File: src/dcache_defs.svh
`ifndef DCACHE_DEFS_SVH
`define DCACHE_DEFS_SVH

// ====================
// Geometry
// ====================

// Byte address width
`define DC_ABW      16
// Direct-mapped line counts
`define DC_L1_LINES 16
`define DC_L2_LINES 64
// 32-bit bus words per 16-byte line
`define DC_BEATS    4

// ====================
// Latencies
// ====================

// Cycles from L2 address to L2 read data
`define DC_L2_LAT   2
// L1 write settling before the fill is reported done
`define DC_L1_WLAT  1

`endif

File: src/dcache_pkg.sv
`default_nettype none

`include "dcache_defs.svh"

package dcache_pkg;

	// Widths that carry a meaning
	typedef logic [`DC_ABW-1:0] addr_t;
	typedef logic [15:0]        hword_t;
	typedef logic [31:0]        bword_t;
	typedef logic [127:0]       line_t;
	typedef logic [15:0]        lmask_t;
	typedef logic [1:0]         hsel_t;
	typedef logic [1:0]         lstat_t;

	// Line status codes, same encoding as the bus fault lines
	localparam lstat_t LS_OK  = 2'd0;
	localparam lstat_t LS_WRV = 2'd1;
	localparam lstat_t LS_RDV = 2'd2;
	localparam lstat_t LS_ERR = 2'd3;

	// Controller states
	typedef enum logic [2:0] {
		ST_IDLE,
		ST_L2_WAIT,
		ST_L2_CHECK,
		ST_BUS_ACK,
		ST_BUS_NACK,
		ST_FILL_DONE,
		ST_SETTLE
	} dc_state_e;

endpackage

`default_nettype wire

File: src/dc_controller.sv
`default_nettype none

`include "dcache_defs.svh"

module dc_controller (
	input  wire                     clk,
	input  wire                     rst_i,
	// Processor side
	input  wire                     rd_i,
	input  wire                     wr_i,
	input  wire dcache_pkg::addr_t  adr_i,
	input  wire dcache_pkg::hsel_t  wsel_i,
	input  wire dcache_pkg::hword_t wdat_i,
	input  wire                     inv_i,
	input  wire dcache_pkg::addr_t  inv_adr_i,
	// Cache lookups
	input  wire                     l1_hit_i,
	input  wire                     l2_rhit_i,
	input  wire                     l2_whit_i,
	input  wire dcache_pkg::line_t  l2_rdat_i,
	input  wire dcache_pkg::lstat_t l2_rstat_i,
	// L1 control
	output dcache_pkg::addr_t       l1_adr_o,
	output logic                    l1_wr_o,
	output logic                    l1_inv_o,
	output dcache_pkg::lmask_t      l1_mask_o,
	output dcache_pkg::line_t       l1_dat_o,
	output dcache_pkg::lstat_t      l1_stat_o,
	// L2 control
	output dcache_pkg::addr_t       l2_adr_o,
	output logic                    l2_ld_o,
	output dcache_pkg::lmask_t      l2_mask_o,
	output dcache_pkg::line_t       l2_dat_o,
	output dcache_pkg::lstat_t      l2_stat_o,
	// Status
	output logic                    idle_o,
	output logic                    done_o,
	output logic [31:0]             fill_cnt_o,
	// Bus master
	output logic                    cyc_o,
	output logic                    stb_o,
	output logic [2:0]              cti_o,
	output dcache_pkg::addr_t       adr_o,
	output logic [3:0]              sel_o,
	input  wire dcache_pkg::bword_t dat_i,
	input  wire                     ack_i,
	input  wire                     err_i,
	input  wire                     wrv_i,
	input  wire                     rdv_i,
	input  wire                     bok_i
);
	import dcache_pkg::*;

	// Byte offset bits within a line, beat index bits
	localparam int OFF_W  = $clog2(`DC_BEATS * 4);
	localparam int BEAT_W = $clog2(`DC_BEATS);

	dc_state_e  state;
	logic [2:0] cnt;
	logic       bus_fill;
	logic       inv_pend;
	addr_t      inv_adr_r;
	addr_t      fill_adr;
	line_t      line_r;
	lstat_t     stat_r;
	logic       beat;
	logic       fault;
	lmask_t     wr_mask;
	line_t      wr_line;

	// Any response ends the current beat
	assign beat  = ack_i | err_i | wrv_i | rdv_i;
	assign fault = err_i | wrv_i | rdv_i;

	// Halfword store placed into its byte lanes
	assign wr_mask = lmask_t'(wsel_i) << adr_i[OFF_W-1:0];
	assign wr_line = line_t'(wdat_i) << {adr_i[OFF_W-1:0], 3'b000};

	// Processor lookups only valid with no invalidate waiting
	assign idle_o = (state == ST_IDLE) && !inv_pend;
	// Full word reads only
	assign sel_o  = cyc_o ? 4'hf : 4'h0;

	// ====================
	// Cache port steering
	// ====================

	always_comb begin
		// Refill defaults, whole line from the buffer
		l1_adr_o  = fill_adr;
		l2_adr_o  = fill_adr;
		l1_wr_o   = 1'b0;
		l1_inv_o  = 1'b0;
		l2_ld_o   = 1'b0;
		l1_mask_o = '1;
		l2_mask_o = '1;
		l1_dat_o  = line_r;
		l2_dat_o  = line_r;
		l1_stat_o = stat_r;
		l2_stat_o = stat_r;
		if (state == ST_IDLE) begin
			// L2 read starts here so a miss finds it in flight
			l2_adr_o = adr_i;
			if (inv_pend) begin
				l1_adr_o = inv_adr_r;
				l1_inv_o = 1'b1;
			end else begin
				l1_adr_o = adr_i;
				if (wr_i) begin
					// Write-through only to levels that hold the line
					l1_wr_o   = l1_hit_i;
					l2_ld_o   = l2_whit_i;
					l1_mask_o = wr_mask;
					l2_mask_o = wr_mask;
					l1_dat_o  = wr_line;
					l2_dat_o  = wr_line;
				end
			end
		end else if (state == ST_FILL_DONE) begin
			l1_wr_o = 1'b1;
			// L2 already has the line after an L2 hit
			l2_ld_o = bus_fill;
		end
	end

	// ====================
	// State machine
	// ====================

	always_ff @(posedge clk) begin
		if (rst_i) begin
			state      <= ST_IDLE;
			cnt        <= '0;
			bus_fill   <= 1'b0;
			inv_pend   <= 1'b0;
			done_o     <= 1'b0;
			fill_cnt_o <= '0;
			cyc_o      <= 1'b0;
			stb_o      <= 1'b0;
			cti_o      <= 3'b000;
		end else begin
			done_o <= 1'b0;
			case (state)
			ST_IDLE: begin
				cnt <= '0;
				// Invalidate goes ahead of everything else
				if (inv_pend)
					inv_pend <= 1'b0;
				else if (!wr_i && rd_i && !l1_hit_i)
					state <= ST_L2_WAIT;
			end
			// Let the L2 read pipeline drain
			ST_L2_WAIT: begin
				cnt <= cnt + 3'd1;
				if (cnt == 3'(`DC_L2_LAT - 2))
					state <= ST_L2_CHECK;
			end
			ST_L2_CHECK: begin
				cnt <= '0;
				if (l2_rhit_i) begin
					bus_fill <= 1'b0;
					state    <= ST_FILL_DONE;
				end else begin
					// Start the burst
					bus_fill <= 1'b1;
					cyc_o    <= 1'b1;
					stb_o    <= 1'b1;
					cti_o    <= 3'b001;
					state    <= ST_BUS_ACK;
				end
			end
			ST_BUS_ACK: begin
				if (beat) begin
					cnt <= cnt + 3'd1;
					if (fault || cnt == 3'(`DC_BEATS - 1)) begin
						cyc_o <= 1'b0;
						stb_o <= 1'b0;
						cti_o <= 3'b000;
						state <= ST_FILL_DONE;
					end else begin
						// Flag the last beat of the burst
						if (cnt == 3'(`DC_BEATS - 2))
							cti_o <= 3'b111;
						// Slave refuses bursts, one beat at a time
						if (!bok_i) begin
							stb_o <= 1'b0;
							state <= ST_BUS_NACK;
						end
					end
				end
			end
			// Wait for the ack to clear before the next single beat
			ST_BUS_NACK: begin
				if (!ack_i) begin
					stb_o <= 1'b1;
					state <= ST_BUS_ACK;
				end
			end
			ST_FILL_DONE: begin
				cnt <= '0;
				if (bus_fill)
					fill_cnt_o <= fill_cnt_o + 32'd1;
				state <= ST_SETTLE;
			end
			ST_SETTLE: begin
				cnt <= cnt + 3'd1;
				if (cnt == 3'(`DC_L1_WLAT - 1)) begin
					done_o <= 1'b1;
					state  <= ST_IDLE;
				end
			end
			default: state <= ST_IDLE;
			endcase
			// A new request overrides the one just served
			if (inv_i)
				inv_pend <= 1'b1;
		end
	end

	// ====================
	// Line assembly
	// ====================

	always_ff @(posedge clk) begin
		if (inv_i)
			inv_adr_r <= inv_adr_i;
		case (state)
		ST_IDLE: fill_adr <= {adr_i[`DC_ABW-1:OFF_W], {OFF_W{1'b0}}};
		ST_L2_CHECK: begin
			if (l2_rhit_i) begin
				line_r <= l2_rdat_i;
				stat_r <= l2_rstat_i;
			end else begin
				stat_r <= LS_OK;
				adr_o  <= fill_adr;
			end
		end
		ST_BUS_ACK: begin
			if (beat) begin
				adr_o <= adr_o + addr_t'(4);
				// Faulted line is zero filled with the fault status
				if (wrv_i) begin
					line_r <= '0;
					stat_r <= LS_WRV;
				end else if (rdv_i) begin
					line_r <= '0;
					stat_r <= LS_RDV;
				end else if (err_i) begin
					line_r <= '0;
					stat_r <= LS_ERR;
				end else begin
					line_r[{cnt[BEAT_W-1:0], 5'b00000} +: 32] <= dat_i;
				end
			end
		end
		default: ;
		endcase
	end

endmodule

`default_nettype wire

File: config.mk
export PLATFORM = sky130hd
export DESIGN_NAME = dc_controller
export DESIGN_NICKNAME = d
export VERILOG_FILES = /design/src/dcache_pkg.sv /design/src/dc_controller.sv
export VERILOG_INCLUDE_DIRS = /design/src /design/src/src
export SDC_FILE = /design/constraint.sdc
export NUM_CORES = 1
export LEC_CHECK = 0
export ABC_AREA = 1
export BUFFER_PORTS_ARGS = -buffer_cell sky130_fd_sc_hd__buf_2
export CAP_MARGIN = 20
export CORE_AREA = 2 2 237 239
export DETAILED_ROUTE_END_ITERATION = 10
export DIE_AREA = 0 0 239 241
export GPL_TIMING_DRIVEN = 0
export PLACE_DENSITY = 0.48
export RECOVER_POWER = 25
export SLEW_MARGIN = 20
export SYNTH_ARGS = -nofsm -noshare
export SYNTH_HDL_FRONTEND = slang
export SYNTH_SLANG_ARGS = --single-unit
File: constraint.sdc
create_clock -name clk -period 4.7 [get_ports clk]
set_input_delay 0.235 -clock clk [delete_from_list [all_inputs] [get_ports clk]]
set_output_delay 0.235 -clock clk [all_outputs]
set_load 0.02 [all_outputs]
; ---- Word-level counts from Yosys, hierarchy flattened
; Index checks and enable logic that the tools add are counted.
[op_classes]
add_sub_neg = 4
n_eq_ne = 20
n_shift = 4
muxes = 66
n_bitwise = 6
n_reduce_logical = 25
[ops]
columns = operator, n
row1 = $mux W128, 8
row2 = $pmux W128 S2, 1
row3 = $bwmux W128, 1
row4 = $mux W16, 8
row5 = $shift A32 B9 Y128 const A, 1
row6 = $shiftx A32 B9 Y128, 1
row7 = $shl A16 B7 Y128, 1
row8 = $mux W3, 14
row9 = $add A32 B1 Y32 const B, 1
row10 = $pmux W16 S2, 1
row11 = $mux W1, 21
row12 = $pmux W3 S7, 1
row13 = $add A16 B3 Y16 const B, 1
row14 = $ne A2 B2 Y1 const B, 8
row15 = $shl A2 B4 Y16, 1
row16 = $eq A3 B2 Y1 const B, 4
row17 = $mux W2, 5
row18 = $eq A3 B3 Y1 const B, 3
row19 = $neg A7 Y9, 1
row20 = $pmux W3 S3, 1
row21 = $reduce_and A3 Y1, 3
row22 = $reduce_and A4 Y1, 2
row23 = $reduce_and A7 Y1, 1
row24 = $logic_not A3 Y1, 2
row25 = 21 further kinds, 34
[word_totals]
ff_bits = 220
inputBits = 225
output_inout_bits = 386
wordCells = 139

; ---- Logic depth before layout (Yosys ltp)
[logic_depth]
depth_word = 8
mapped_depth = 12
mapped_depth_nobuf = 10

; ---- Worst setup path after synthesis
; Ideal clock, no wire load.
[synth_timing]
kind = register to register
from = register, netlist name cnt[0]
to = register line_r[0], enable pin
setup_ns = 0.432
arrival_time_ns = 2.975
required_time_ns = 4.268
path_slack_ns = 1.293
stages_incl_launch_ff = 8
n_path_buf = 3
synth_period_minus_slack_ns = 3.407
path_cell_list = dfxtp_1 clkbuf_1 inv_1 ha_1 clkbuf_1 clkbuf_1 inv_1 a21oi_1
[synth_lines]
columns = element, line
row1 = "end signal, assigned", dc_controller.sv:231  ; line_r <= l2_rdat_i;
row2 = "end signal, assigned by index", dc_controller.sv:252  ; line_r[{cnt[BEAT_W-1:0], 5'b00000} +: 32] <= dat_i;
row3 = "end, declared", dc_controller.sv:64  ; line_t line_r;

; ---- Final worst setup path
[layout_timing]
from = register cnt[0]
to = register line_r[92] (data pin)
[layout_via]
elab_chain_cells = 8
elab_cells_between_ends = 9
classes_between = add/sub: 1 / shift: 2 / mux: 6
[layout_lines]
columns = element, line
row1 = "start, declared", dc_controller.sv:59  ; logic [2:0] cnt;
row2 = "start signal, assigned", dc_controller.sv:154  ; cnt <= cnt + 3'd1;
row3 = "start signal, assigned", dc_controller.sv:174  ; cnt <= cnt + 3'd1;
row4 = "start signal, assigned", dc_controller.sv:206  ; cnt <= cnt + 3'd1;
row5 = $neg A7 Y9 *, dc_controller.sv:252
row6 = $shiftx A32 B9 Y128 / $shift A32 B9 Y128 (equally long branches), dc_controller.sv:252
row7 = $bwmux W128 *, dc_controller.sv:252
row8 = $mux W128 *, dc_controller.sv:248  ; end else if (err_i) begin
row9 = $mux W128 *, dc_controller.sv:245  ; end else if (rdv_i) begin
row10 = $mux W128 *, dc_controller.sv:242  ; if (wrv_i) begin
row11 = $mux W128 *, dc_controller.sv:239  ; if (beat) begin
row12 = $pmux W128 S2 *, dc_controller.sv:227  ; case (state)
; Mark *: on every way between the ends. The rest lies on a longest branch, timed or not. The select of a mux whose other input is x is not followed.
; A chain may end at the register's enable or synchronous reset.

==> reports/qor.csv <==
metric,value,unit
Yosys cell types,42,
Starting Density,0.248,
Leak,9.30,nW
Std-Cell Rows,86,
Metal-1 WL,31.1,mm
wire length on met2,37.0,mm
Period minus WS final,4.09,ns
CTS Root Cell,clkbuf_16,
flop and latch count out of synthesis,217,
fin. max-slew vios,0,
Mapped Cells,1796,
FMAX,244,MHz
"Primary FF master, synth",edfxtp_1,
most common cell in the netlist,nand2_1,
Antenna Nets Post-Route,0,
layout cells sized above 1,0.293,
WL met3,4.85,mm
multi-input logic area,5590,µm²
Final Wtd Congestion,0.927,
Slew HR,0.329,
max_cap viols,0,
H-tree depth,1,
worst skew pair latency,0.58,ns
worst-margin pin slew,1.01,ns
GRT Overall Usage,0.249,
# resized after CTS,0,
core area,54900,µm²
Fillers,5914,
hold depth,3,
R2R depth,9,
RSZ-0062 raised after global routing,false,
post-DR vias/cell,4.71,
DR vias,15751,
WL per Instance,22.6,µm
fin util,0.368,
Final nets,2840,
VDD IR-drop max,0.272,mV
CP endpoint kind,register,
PD cells,563,nW/µm²
ys async rst share,0,
io pins,611,
Yosys warning count,0,
die height,241,µm
routed wire length,75.7,mm
Worst EP required,5.14,ns
Post-synth top cells,"572 x nand2_1, 221 x o21ai_0, 172 x edfxtp_1",
Synth top area share,0.380,
"area leader, netlist",edfxtp_1,
Worst Skew,0.0151,ns
flip-flop and latch area,6070,µm²
post-synthesis cell area,13600,µm²
"Power, Total",11.4,mW
GR Overflow Total,0,
Inserted Clock Buffers,29,
initial antenna violation count,20,
first-pass GRT wire length,104,mm
CP max FO,10,
Area Overhead vs Synth,48.8,%
vias in the first global route,14969,
clk sink count,217,
hold buffers post-CTS,165,
Residual DRC,0,
"Seq/Total Area, Yosys",0.447,
port bufs,606,
Final Hold Fails,0,
CTS tree,done,
r2r setup slk,0.61,ns
final hold slack,0.0180,ns
DR pass1 iterations,5,
CP Launch Type,register,
worst hold path class,input pin to register,
top sig layer,met5,
largest cells by area after synthesis,"edfxtp_1 38%, nand2_1 16%, buf_4 8.6%",
final setup fails,0,
run status,finished clean,
"EDFF count, synth",172,
Avg Inst Size Synth,7.56,µm²
period utilization,0.871,
Die Width,239,µm
largest net degree at the start of global routing,20,
Longest Clk Path Bufs,3,
Post-CTS Setup Repair Bufs,0,
die area,57600,µm²
Worst EP arrival,4.53,ns
1st-iter DRT viols,1199,
Final HPWL DP,60.9,mm
CP Class,register to register,
"Clk pin slew, worst setup/hold paths",0.07,ns
[cells in the final DEF, fill, tap and decap left out, types with 5 or more instances in the layout]
| master | Yosys | layout |
|---|---|---|
| a21oi_1 | 37 | 33 |
| a22o_1 | 8 | 8 |
| a2bb2oi_1 | 8 | 8 |
| buf_16 | 0 | 6 |
| buf_2 | 26 | 549 |
| buf_4 | 155 | 151 |
| clkbuf_1 | 68 | 155 |
| clkbuf_16 | 0 | 29 |
| clkinv_1 | 4 | 9 |
| clkinv_2 | 0 | 9 |
| dfxtp_1 | 45 | 45 |
| diode_2 | 0 | 11 |
| dlygate4sd3_1 | 0 | 166 |
| edfxtp_1 | 172 | 172 |
| ha_1 | 8 | 8 |
| inv_1 | 98 | 98 |
| mux2i_1 | 8 | 8 |
| nand2_1 | 572 | 574 |
| nand3_1 | 93 | 95 |
| nand4_1 | 13 | 13 |
| nor2_1 | 144 | 145 |
| nor3_1 | 5 | 5 |
| o211ai_1 | 12 | 12 |
| o21ai_0 | 221 | 221 |
| o21ai_1 | 55 | 55 |
| xor2_1 | 7 | 7 |
[sequential cells by signal (all words and copies together), names as in the netlist, 2 cells and up]
register	cells
line_r	128
fill_cnt_o	32
inv_adr_r	16
adr_o	14
fill_adr	12
cnt	3
state	3
cti_o	2
l1_stat_o	2
[path summary, 6_finish.rpt]
kind	from	to
max	cnt[0]$_SDFFE_PP0P_	line_r[92]$_DFFE_PP_
min	l2_rdat_i[72]	line_r[72]$_DFFE_PP_
max reg2reg	cnt[0]$_SDFFE_PP0P_	line_r[92]$_DFFE_PP_
min reg2reg	cti_o[0]$_SDFFE_PP0P_	cti_o[0]$_SDFFE_PP0P_
[metal layers]
| layer | vias to the layer above | track usage |
|---|---|---|
| met1 | 7489 | 0.306 |
| met5 | - | 0 |
| met2 | 685 | 0.433 |
| met3 | 126 | 0.0447 |
| li1 | 7435 | - |
| met4 | 16 | 0.0953 |
[power breakdown]
part	switching, mW	internal (mW)	total (mW)
Combinational	4.18	2.08	6.26
Sequential	0.190	2.69	2.88
Clock	0.946	1.29	2.24
Total	5.32	6.05	11.4
[cells by family after synthesis]
| group | after synthesis | synth area share |
|---|---|---|
| muxes | 8 | 0.00590 |
| AOI/OAI and AO/OA | 351 | 0.138 |
| buffers and inverters | 357 | 0.144 |
| adders and majority gates | 8 | 0.00737 |
| xor gates and xnor gates | 11 | 0.00709 |
| DFF | 217 | 0.447 |
| and+or+nand+nor | 843 | 0.251 |
| other | 1 | 0.000276 |
[worst max-delay path, cell delays in order, from the launching register on]
cell	delay (ns)
dfxtp_1	0.56
clkbuf_1	0.64
inv_1	0.25
ha_1	0.44
nand2_1	0.12
nor3_4	0.59
clkbuf_1	0.56
nand3_1	0.15
nand2_1	0.09
dlygate4sd3_1	0.54
[per-stage QoR]
stage | cell area, µm² | cells | TNS (ns) | setup WS (ns)
floorplan | 13600 | 1797 | 0 | 1.29
global route | 20200 | 3342 | 0 | 0.390
finish | 20200 | 3344 | 0 | 0.607
detailed placement | 17700 | 3114 | 0 | 0.888
CTS | 20300 | 3332 | 0 | 0.508
global placement | 17500 | 3107 | -74.64 | -1.42
[area by class of cell]
type / instances / share of cell area
well taps: 704 / 0.0436
multi-input cells: 1223 / 0.276
inverters: 105 / 0.0195
clock inverters: 24 / 0.0105
clock buffers: 29 / 0.0359
plain buffers: 252 / 0.0771
flip-flops and latches: 217 / 0.300
diodes: 11 / 0.00136
repair buffers: 779 / 0.236
Note: power is estimated with default switching activity, not from simulation.
